<file path="src/include/io_consts.svh">
`ifndef IO_CONSTS_SVH
`define IO_CONSTS_SVH

// --------------------
// x86 port I/O space
// --------------------

`define IO_ADDR_W 16  // port address
`define IO_DATA_W 32  // bus word and request data
`define IO_LEN_W  3   // request length of 1 to 4 bytes

// --------------------
// byte lanes
// --------------------

`define IO_BE_W   4   // lanes per bus word
`define IO_LANE_W 8   // bits per lane

`endif

</file>
<file path="src/io_pkg.sv">
`default_nettype none

`include "io_consts.svh"

package io_pkg;

    // --------------------
    // bus word
    // --------------------

    // one 32-bit word on the bus, or its four byte lanes
    // when steering write bytes and picking read bytes
    typedef union packed {
        logic [`IO_DATA_W-1:0]               word;
        logic [`IO_BE_W-1:0][`IO_LANE_W-1:0] lane;  // lane 0 is bits 7:0
    } io_word_t;

endpackage

`default_nettype wire

</file>
<file path="src/ao486_io.sv">
`timescale 1ns/1ns
`default_nettype none

`include "io_consts.svh"

module ao486_io import io_pkg::*; (
    input  wire                   clk,
    input  wire                   rst_n,

    // --------------------
    // core side
    input  wire                   io_read_do,
    input  wire [`IO_ADDR_W-1:0]  io_read_address,
    input  wire [`IO_LEN_W-1:0]   io_read_length,
    output wire [`IO_DATA_W-1:0]  io_read_data,
    output wire                   io_read_done,

    input  wire                   io_write_do,
    input  wire [`IO_ADDR_W-1:0]  io_write_address,
    input  wire [`IO_LEN_W-1:0]   io_write_length,
    input  wire [`IO_DATA_W-1:0]  io_write_data,
    output wire                   io_write_done,

    input  wire                   dcache_busy,

    // --------------------
    // Avalon I/O bus
    output wire [`IO_ADDR_W-1:0]  avalon_io_address,
    output wire [`IO_BE_W-1:0]    avalon_io_byteenable,
    output wire                   avalon_io_read,
    output wire                   avalon_io_write,
    output wire [`IO_DATA_W-1:0]  avalon_io_writedata,
    input  wire                   avalon_io_waitrequest,
    input  wire                   avalon_io_readdatavalid,
    input  wire [`IO_DATA_W-1:0]  avalon_io_readdata
);

wire [`IO_ADDR_W-1:0] req_address;
wire [`IO_LEN_W-1:0]  req_length;
wire [`IO_DATA_W-1:0] req_wdata;
wire                  is_write;
wire                  start;
wire                  finish;

wire [`IO_ADDR_W-1:0] first_address;
wire [`IO_ADDR_W-1:0] second_address;
wire [`IO_BE_W-1:0]   first_be;
wire [`IO_BE_W-1:0]   second_be;
wire io_word_t        first_wdata;
wire io_word_t        second_wdata;
wire                  need_second;

wire                  word_valid;
wire                  word_index;

io_request_arbiter io_request_arbiter_inst (
    .clk              (clk),
    .rst_n            (rst_n),
    .io_read_do       (io_read_do),
    .io_read_address  (io_read_address),
    .io_read_length   (io_read_length),
    .io_write_do      (io_write_do),
    .io_write_address (io_write_address),
    .io_write_length  (io_write_length),
    .io_write_data    (io_write_data),
    .dcache_busy      (dcache_busy),
    .finish           (finish),
    .req_address      (req_address),
    .req_length       (req_length),
    .req_wdata        (req_wdata),
    .is_write         (is_write),
    .start            (start),
    .io_read_done     (io_read_done),
    .io_write_done    (io_write_done)
);

io_lane_planner io_lane_planner_inst (
    .req_address    (req_address),
    .req_length     (req_length),
    .req_wdata      (req_wdata),
    .first_address  (first_address),
    .second_address (second_address),
    .first_be       (first_be),
    .second_be      (second_be),
    .first_wdata    (first_wdata),
    .second_wdata   (second_wdata),
    .need_second    (need_second)
);

avalon_io_master avalon_io_master_inst (
    .clk                     (clk),
    .rst_n                   (rst_n),
    .start                   (start),
    .is_write                (is_write),
    .first_address           (first_address),
    .second_address          (second_address),
    .first_be                (first_be),
    .second_be               (second_be),
    .first_wdata             (first_wdata),
    .second_wdata            (second_wdata),
    .need_second             (need_second),
    .avalon_io_address       (avalon_io_address),
    .avalon_io_byteenable    (avalon_io_byteenable),
    .avalon_io_read          (avalon_io_read),
    .avalon_io_write         (avalon_io_write),
    .avalon_io_writedata     (avalon_io_writedata),
    .avalon_io_waitrequest   (avalon_io_waitrequest),
    .avalon_io_readdatavalid (avalon_io_readdatavalid),
    .avalon_io_readdata      (avalon_io_readdata),
    .word_valid              (word_valid),
    .word_index              (word_index),
    .finish                  (finish)
);

io_read_merge io_read_merge_inst (
    .clk                (clk),
    .rst_n              (rst_n),
    .word_valid         (word_valid),
    .word_index         (word_index),
    .avalon_io_readdata (avalon_io_readdata),
    .req_address        (req_address),
    .req_length         (req_length),
    .io_read_data       (io_read_data)
);

endmodule

`default_nettype wire

</file>
<file path="src/avalon_io_master.sv">
`timescale 1ns/1ns
`default_nettype none

`include "io_consts.svh"

module avalon_io_master import io_pkg::*; (
    input  wire                   clk,
    input  wire                   rst_n,

    input  wire                   start,
    input  wire                   is_write,

    // planned bus cycles
    input  wire  [`IO_ADDR_W-1:0] first_address,
    input  wire  [`IO_ADDR_W-1:0] second_address,
    input  wire  [`IO_BE_W-1:0]   first_be,
    input  wire  [`IO_BE_W-1:0]   second_be,
    input  wire  io_word_t        first_wdata,
    input  wire  io_word_t        second_wdata,
    input  wire                   need_second,

    // Avalon I/O
    output logic [`IO_ADDR_W-1:0] avalon_io_address,
    output logic [`IO_BE_W-1:0]   avalon_io_byteenable,
    output logic                  avalon_io_read,
    output logic                  avalon_io_write,
    output logic [`IO_DATA_W-1:0] avalon_io_writedata,
    input  wire                   avalon_io_waitrequest,
    input  wire                   avalon_io_readdatavalid,
    input  wire  [`IO_DATA_W-1:0] avalon_io_readdata,

    // to the read merge
    output logic                  word_valid,
    output logic                  word_index,

    output logic                  finish
);

localparam logic [1:0] ST_IDLE = 2'd0;
localparam logic [1:0] ST_CMD  = 2'd1;  // strobe up until accepted
localparam logic [1:0] ST_WAIT = 2'd2;  // read accepted and waiting for data

logic [1:0] state;
logic       second_q;     // working on the second word
logic       accepted;
logic       word_done;    // current bus cycle ends this cycle
logic       more;
logic       load_first;
logic       load_second;

assign accepted    = (state == ST_CMD) && !avalon_io_waitrequest;
assign word_valid  = (state == ST_WAIT) && avalon_io_readdatavalid;
assign word_index  = second_q;
assign word_done   = (accepted && avalon_io_write) || word_valid;
assign more        = need_second && !second_q;
assign load_first  = (state == ST_IDLE) && start;
assign load_second = word_done && more;

// --------------------
// sequencing
// --------------------

always_ff @(posedge clk or negedge rst_n) begin
    if (!rst_n) begin
        state           <= ST_IDLE;
        second_q        <= 1'b0;
        avalon_io_read  <= 1'b0;
        avalon_io_write <= 1'b0;
        finish          <= 1'b0;
    end else begin
        finish <= 1'b0;
        case (state)
            ST_IDLE: begin
                if (start) begin
                    avalon_io_read  <= ~is_write;
                    avalon_io_write <= is_write;
                    second_q        <= 1'b0;
                    state           <= ST_CMD;
                end
            end
            ST_CMD: begin
                if (accepted) begin
                    if (avalon_io_write) begin
                        if (more) begin
                            second_q <= 1'b1;  // write stays up for the next word
                        end else begin
                            avalon_io_write <= 1'b0;
                            finish          <= 1'b1;
                            state           <= ST_IDLE;
                        end
                    end else begin
                        avalon_io_read <= 1'b0;
                        state          <= ST_WAIT;
                    end
                end
            end
            ST_WAIT: begin
                if (word_valid) begin
                    if (more) begin
                        second_q       <= 1'b1;
                        avalon_io_read <= 1'b1;
                        state          <= ST_CMD;
                    end else begin
                        finish <= 1'b1;
                        state  <= ST_IDLE;
                    end
                end
            end
            default: state <= ST_IDLE;
        endcase
    end
end

// --------------------
// command payload
// --------------------

// only changes between bus cycles, so it holds under waitrequest
always_ff @(posedge clk) begin
    if (load_first) begin
        avalon_io_address    <= first_address;
        avalon_io_byteenable <= first_be;
        avalon_io_writedata  <= first_wdata.word;
    end else if (load_second) begin
        avalon_io_address    <= second_address;
        avalon_io_byteenable <= second_be;
        avalon_io_writedata  <= second_wdata.word;
    end
end

endmodule

`default_nettype wire

</file>
<file path="src/io_lane_planner.sv">
`timescale 1ns/1ns
`default_nettype none

`include "io_consts.svh"

module io_lane_planner import io_pkg::*; (
    input  wire  [`IO_ADDR_W-1:0] req_address,
    input  wire  [`IO_LEN_W-1:0]  req_length,
    input  wire  [`IO_DATA_W-1:0] req_wdata,

    output logic [`IO_ADDR_W-1:0] first_address,
    output logic [`IO_ADDR_W-1:0] second_address,
    output logic [`IO_BE_W-1:0]   first_be,
    output logic [`IO_BE_W-1:0]   second_be,
    output io_word_t              first_wdata,
    output io_word_t              second_wdata,
    output logic                  need_second
);

logic [1:0]   offset;    // lane of request byte 0
logic [3:0]   end_pos;   // one past the last lane over both words
logic [3:0]   len_mask;  // n ones right aligned
logic [7:0]   span;      // enables over the two words
logic [2:0]   pos;
io_word_t     src_w;

assign offset  = req_address[1:0];
assign end_pos = {2'b00, offset} + {1'b0, req_length};

// --------------------
// addresses
// --------------------

assign first_address  = {req_address[`IO_ADDR_W-1:2], 2'b00};
assign second_address = first_address + `IO_ADDR_W'd4;  // next word
assign need_second    = end_pos > 4'd4;

// --------------------
// byte enables
// --------------------

assign len_mask  = 4'b1111 >> (3'd4 - req_length);
assign span      = {4'b0000, len_mask} << offset;
assign first_be  = span[3:0];
assign second_be = span[7:4];

// --------------------
// write lanes
// --------------------

// byte k lands on lane offset+k, spilling into the second word
always_comb begin
    src_w.word        = req_wdata;
    first_wdata.word  = '0;
    second_wdata.word = '0;
    pos               = '0;
    for (int k = 0; k < `IO_BE_W; k++) begin
        pos = {1'b0, offset} + 3'(k);
        if (k < req_length) begin
            if (pos[2]) begin
                second_wdata.lane[pos[1:0]] = src_w.lane[k];
            end else begin
                first_wdata.lane[pos[1:0]] = src_w.lane[k];
            end
        end
    end
end

endmodule

`default_nettype wire

</file>
<file path="src/io_read_merge.sv">
`timescale 1ns/1ns
`default_nettype none

`include "io_consts.svh"

module io_read_merge import io_pkg::*; (
    input  wire                   clk,
    input  wire                   rst_n,

    input  wire                   word_valid,
    input  wire                   word_index,
    input  wire  [`IO_DATA_W-1:0] avalon_io_readdata,

    input  wire  [`IO_ADDR_W-1:0] req_address,
    input  wire  [`IO_LEN_W-1:0]  req_length,

    output logic [`IO_DATA_W-1:0] io_read_data
);

io_word_t   first_q;   // first word of a split read
io_word_t   cur_w;
io_word_t   lo_w;      // word holding lanes 0..3 of the request
io_word_t   res_w;
logic [3:0] end_pos;
logic [2:0] pos;
logic       last_word;

// --------------------
// byte select
// --------------------

always_comb begin
    cur_w.word = avalon_io_readdata;
    lo_w       = word_index ? first_q : cur_w;
    end_pos    = {2'b00, req_address[1:0]} + {1'b0, req_length};
    last_word  = word_index || (end_pos <= 4'd4);  // single word when no lane is past 3
    res_w.word = '0;
    pos        = '0;
    for (int k = 0; k < `IO_BE_W; k++) begin
        pos = {1'b0, req_address[1:0]} + 3'(k);
        if (k < req_length) begin
            res_w.lane[k] = pos[2] ? cur_w.lane[pos[1:0]] : lo_w.lane[pos[1:0]];
        end
    end
end

// --------------------
// storage
// --------------------

always_ff @(posedge clk) begin
    if (word_valid && !word_index) begin
        first_q <= cur_w;
    end
end

// result only moves when a read completes
always_ff @(posedge clk or negedge rst_n) begin
    if (!rst_n) begin
        io_read_data <= '0;
    end else if (word_valid && last_word) begin
        io_read_data <= res_w.word;
    end
end

endmodule

`default_nettype wire

</file>
<file path="src/io_request_arbiter.sv">
`timescale 1ns/1ns
`default_nettype none

`include "io_consts.svh"

module io_request_arbiter (
    input  wire                   clk,
    input  wire                   rst_n,

    input  wire                   io_read_do,
    input  wire [`IO_ADDR_W-1:0]  io_read_address,
    input  wire [`IO_LEN_W-1:0]   io_read_length,

    input  wire                   io_write_do,
    input  wire [`IO_ADDR_W-1:0]  io_write_address,
    input  wire [`IO_LEN_W-1:0]   io_write_length,
    input  wire [`IO_DATA_W-1:0]  io_write_data,

    input  wire                   dcache_busy,
    input  wire                   finish,         // bus master is through

    output logic [`IO_ADDR_W-1:0] req_address,
    output logic [`IO_LEN_W-1:0]  req_length,
    output logic [`IO_DATA_W-1:0] req_wdata,
    output logic                  is_write,
    output logic                  start,

    output logic                  io_read_done,
    output logic                  io_write_done
);

localparam logic [1:0] ST_IDLE = 2'd0;
localparam logic [1:0] ST_WAIT = 2'd1;  // request held while cache busy
localparam logic [1:0] ST_BUSY = 2'd2;  // bus cycles running
localparam logic [1:0] ST_DONE = 2'd3;  // done pulse out

logic [1:0] state;
logic       take;

assign take = (state == ST_IDLE) && (io_read_do || io_write_do);

// --------------------
// control
// --------------------

always_ff @(posedge clk or negedge rst_n) begin
    if (!rst_n) begin
        state         <= ST_IDLE;
        is_write      <= 1'b0;
        start         <= 1'b0;
        io_read_done  <= 1'b0;
        io_write_done <= 1'b0;
    end else begin
        start         <= 1'b0;
        io_read_done  <= 1'b0;
        io_write_done <= 1'b0;
        case (state)
            ST_IDLE: begin
                if (take) begin
                    is_write <= ~io_read_do;  // read wins a tie
                    if (dcache_busy) begin
                        state <= ST_WAIT;
                    end else begin
                        start <= 1'b1;
                        state <= ST_BUSY;
                    end
                end
            end
            ST_WAIT: begin
                if (!dcache_busy) begin
                    start <= 1'b1;
                    state <= ST_BUSY;
                end
            end
            ST_BUSY: begin
                if (finish) begin
                    io_read_done  <= ~is_write;
                    io_write_done <= is_write;
                    state         <= ST_DONE;
                end
            end
            default: state <= ST_IDLE;  // done cycle then free again
        endcase
    end
end

// latched request stays stable for the planner until done
always_ff @(posedge clk) begin
    if (take) begin
        req_address <= io_read_do ? io_read_address : io_write_address;
        req_length  <= io_read_do ? io_read_length  : io_write_length;
        req_wdata   <= io_write_data;
    end
end

endmodule

`default_nettype wire

</file>
<file path="config.mk">
export PLATFORM = sky130hd
export DESIGN_NAME = ao486_io
export DESIGN_NICKNAME = d
export VERILOG_FILES = /design/src/io_pkg.sv /design/src/ao486_io.sv /design/src/avalon_io_master.sv /design/src/io_lane_planner.sv /design/src/io_read_merge.sv /design/src/io_request_arbiter.sv
export VERILOG_INCLUDE_DIRS = /design/src /design/src/include
export SDC_FILE = /design/constraint.sdc
export NUM_CORES = 1
export LEC_CHECK = 0
export BUFFER_PORTS_ARGS = -buffer_cell sky130_fd_sc_hd__buf_4
export CAP_MARGIN = 20
export CORE_MARGIN = 1.5
export CORE_UTILIZATION = 25
export DETAILED_ROUTE_END_ITERATION = 10
export PLACE_DENSITY_LB_ADDON = 0.12
export SYNTH_ARGS = -nofsm -noshare
export SYNTH_HDL_FRONTEND = slang
export SYNTH_SLANG_ARGS = --single-unit
</file>
<file path="constraint.sdc">
create_clock -name clk -period 4.3 [get_ports clk]
set_input_delay 0.43 -clock clk [delete_from_list [all_inputs] [get_ports clk]]
set_output_delay 0.43 -clock clk [all_outputs]
set_load 0.02 [all_outputs]
</file>
==> results.txt <==
----------------------------------------------------
[Floorplan]
  Floorplan Core Area ... 0.0409 mm²
  Die Ht ... 207 µm
  IO Count ... 197
  Die footprint ... 0.0429 mm²
  Initial core utilization ... 0.254
  Rows ... 74
  Overall die width ... 207 µm

[STA]
  Final min period ... 3.18 ns
  Post-route setup TNS ... 0 ns
  Final worst path period share ... 0.740
  Clock skew after layout ... 0.0111 ns
  Worst slew margin ... 0.367
  Endpoints failing setup ... 0
  Max Transition Viols Final ... 0
  RSZ-0062 raised after global routing ... no
  Fmax achieved ... 0.314 GHz
  Worst slew pin tran ... 0.950 ns
  Worst hold-check slack ... -0.00949 ns
  Number of hold violations in the final report ... 2

[Cells and area]
  Filler Cell Count ... 4180
  Commonest non-fill, non-tap cells in the layout ... buf_4, edfxtp_1, nand2_1
  Ant diodes ... 0
  Finished Cell Area ... 0.0129 mm²
  Number of nets at the end of the flow ... 1178
  Ratio of cells with drive above 1 in the final layout ... 0.306
  Most common cell after layout, fill and taps aside ... buf_4
  Relative area change from synthesis to final layout ... 23.6%

[Yosys]
  Number of distinct library cell variants in the gate-level netlist after synthesis ... 72
  Biggest area contributors in the synthesized netlist ... edfxtp_1, dfrtp_1, mux4_2
  Per-instance average area after synthesis ... 11.6 µm²
  Ys Warns ... 0
  Sequential share of the synthesized area ... 0.489
  Cell area after synthesis ... 0.0104 mm²
  Seq cells post-synth ... 177
  Number of enable-type register cells in the synthesized netlist ... 133
  Biggest area consumer among synthesized cells ... edfxtp_1
  Proportion of register bits with asynchronous set or reset after synthesis ... 0.249
  Synthesized instance count ... 895
  Area share of the largest cell type after synthesis ... 0.383
  Commonest register cell after synthesis ... edfxtp_1

[Setup path]
  Beginning of the critical path ... io_request_arbiter_inst.req_address[0]
  Startpoint-to-endpoint class of the critical path ... reg2reg
  Critical Path Sink Type ... register
  End of the worst register-to-register path ... avalon_io_master_inst.avalon_io_writedata[7]
  Critical Path AT ... 3.43 ns
  Reg2reg setup slack ... 1.12 ns
  Critical path fanouts, max ... 18
  Start of the worst register-to-register path ... io_request_arbiter_inst.req_address[0]
  Required time of the worst setup path ... 4.55 ns
  Worst-case reg-to-reg path depth ... 8
  CP Launch Type ... register
  Critical Path End ... avalon_io_master_inst.avalon_io_writedata[7]

[Place]
  Count of input and output buffers ... 194
  Placed cell area ... 0.0123 mm²
  Placed wire-length estimate ... 25200 µm
  Routability cong. ... 0.883

[Pwr]
  Net switching power of the design ... 3.49 mW
  Power density of the placed cells ... 659 mW/mm²
  Clock network power share ... 0.195
  Internal Pwr Total ... 4.99 mW
  Portion of total power attributed to combinational logic ... 0.443
  Net switching share of the total power ... 0.411
  Worst VDD drop ... 263 µV
  Sequential cell fraction of total power ... 0.361
  Leakage power ... 4.95 nW

[Flow run]
  Maximum Capacitance Violations ... 0

[Worst hold path]
  Path category of the worst min-delay check ... in2async

[Global route]
  Pin count of the biggest net entering global routing ... 51
  Overflow after GRT ... 0
  Vias in the first global route ... 8134
  Wire length of the first global-routing pass ... 52900 µm
  Antenna violations before repair ... 0
  Global-route total usage across every layer ... 0.163

[Clock tree]
  Clk slew on worst S/H paths ... 0.07 ns
  Cts-stage hold buffer count ... 0
  Worst-skew pair later-pin latency ... 0.46 ns
  Number of clock sinks ... 177
  Clk buf depth ... 2
  TritonCTS clock tree ... done
  CTS H-tree lvls ... 4
  Resized Gates After CTS ... 0
  Clock Root Buffer ... clkbuf_16
  Number of buffers inserted to repair setup after CTS ... 0
  CTS Buf Count ... 17

[Detailed routing]
  Count of nets left with antenna violations after detail routing ... 0
  Number of DRC violations after detailed-routing iteration 0 ... 538
  DRC Markers ... 0
  Total vias in the final route ... 8123
  Wire length per cell ... 22.0 µm
  Overall routed net length ... 34900 µm
  Count of TritonRoute iterations in the first routing pass ... 5
  Number of vias per cell ... 5.11

[Outcome]
  Outcome ... complete, but fails checks
  Failing checks ... hold timing

----------------------------------------------------
per-layer routing:
layer | track usage | vias up | routed length [µm]
li1 | - | 3794 | -
met1 | 0.230 | 4056 | 16400
met2 | 0.251 | 240 | 16200
met3 | 0.0344 | 33 | 1670
met4 | 0.0492 | 0 | 606
met5 | 0 | - | 0
cell usage after synthesis, types with 28 or more instances:
| master | instances |
|---|---|
| dfrtp_1 | 44 |
| clkbuf_1 | 32 |
| nor2_1 | 55 |
| o21ai_1 | 28 |
| nand3_1 | 38 |
| nand2_1 | 90 |
| a21oi_1 | 59 |
| mux4_2 | 38 |
| mux2i_1 | 38 |
| edfxtp_1 | 133 |
| a221oi_1 | 33 |
flip-flops by register name (all words and copies together), names as in the netlist:
signal	flops
avalon_io_master_inst.avalon_io_address	14
avalon_io_master_inst.avalon_io_byteenable	4
avalon_io_master_inst.avalon_io_read	1
avalon_io_master_inst.avalon_io_write	1
avalon_io_master_inst.avalon_io_writedata	32
avalon_io_master_inst.finish	1
avalon_io_master_inst.state	2
avalon_io_master_inst.word_index	1
io_read_merge_inst.first_q	32
io_read_merge_inst.io_read_data	32
io_request_arbiter_inst.io_read_done	1
io_request_arbiter_inst.io_write_done	1
io_request_arbiter_inst.is_write	1
io_request_arbiter_inst.req_address	16
io_request_arbiter_inst.req_length	3
io_request_arbiter_inst.req_wdata	32
io_request_arbiter_inst.start	1
io_request_arbiter_inst.state	2
cells by family (layout without fill, tap and decap cells):
kind of cell	after synthesis	after routing	share of synthesized area
and+or+nand+nor	247	247	0.115
buffers and inverters	91	253	0.0431
muxes	98	98	0.142
DFF	177	177	0.489
AOI/OAI and AO/OA	243	243	0.168
xor gates and xnor gates	15	15	0.0133
adders and majority gates	23	23	0.0284
other	1	2	0.000360
through the flow:
step / instances / setup slack (ns) / hold slack, ns / utilization / power (mW)
after detailed placement: 1559 / 1.15 / 0.479 / 0.300 / 6.90
after CTS: 1590 / 1.15 / 0.0225 / 0.315 / 8.59
after global placement: 1558 / 1.20 / 0.470 / 0.299 / 6.88
after floorplan: 896 / 0.655 / 0.134 / - / 5.48
final: 1590 / 1.12 / -0.00949 / 0.315 / 8.48
after global routing: 1590 / 0.879 / 0.0376 / 0.315 / 9.03
power groups by stage:
stage | Clock, mW | Combinational [mW] | Sequential [mW]
after CTS | 1.71 | 3.80 | 3.08
after floorplan | 0 | 2.30 | 3.18
after detailed placement | 0 | 3.79 | 3.11
final | 1.66 | 3.76 | 3.06
after global routing | 1.77 | 4.12 | 3.14
after global placement | 0 | 3.77 | 3.11
worst min path at each step:
stage	slack, ns	to	depth (start not counted)	from
5_1_grt	0.04	io_read_merge_inst.io_read_data[22]	1	rst_n
3_3_place_gp	0.47	io_read_merge_inst.io_read_data[15]	2	io_read_merge_inst.io_read_data[15]
3_5_place_dp	0.48	io_read_merge_inst.io_read_data[22]	2	io_read_merge_inst.io_read_data[22]
4_1_cts	0.02	io_read_merge_inst.io_read_data[22]	1	rst_n
2_1_floorplan	0.13	avalon_io_master_inst.avalon_io_read	0	rst_n
6_report	-0.009	io_read_merge_inst.io_read_data[22]	1	rst_n
worst max-delay path, stage by stage, from the launching register on:
cell and delay, ns:
edfxtp_1 0.58, inv_1 0.11, buf_4 0.31, ha_1 0.62
nor2b_1 0.19, nand2_1 0.31, and3_1 0.42, nand3_1 0.12
a31oi_1 0.31
layout make-up:
type / instances / area, µm² / area share
clock inverters: 14 / 180 / 0.0140
multi-input cells: 628 / 4890 / 0.380
inverters: 14 / 52.6 / 0.00408
well taps: 532 / 666 / 0.0517
clock buffers: 17 / 425 / 0.0330
repair buffers: 208 / 1570 / 0.122
flip-flops and latches: 177 / 5100 / 0.396
No activity file was read; power rests on OpenSTA's default activity.
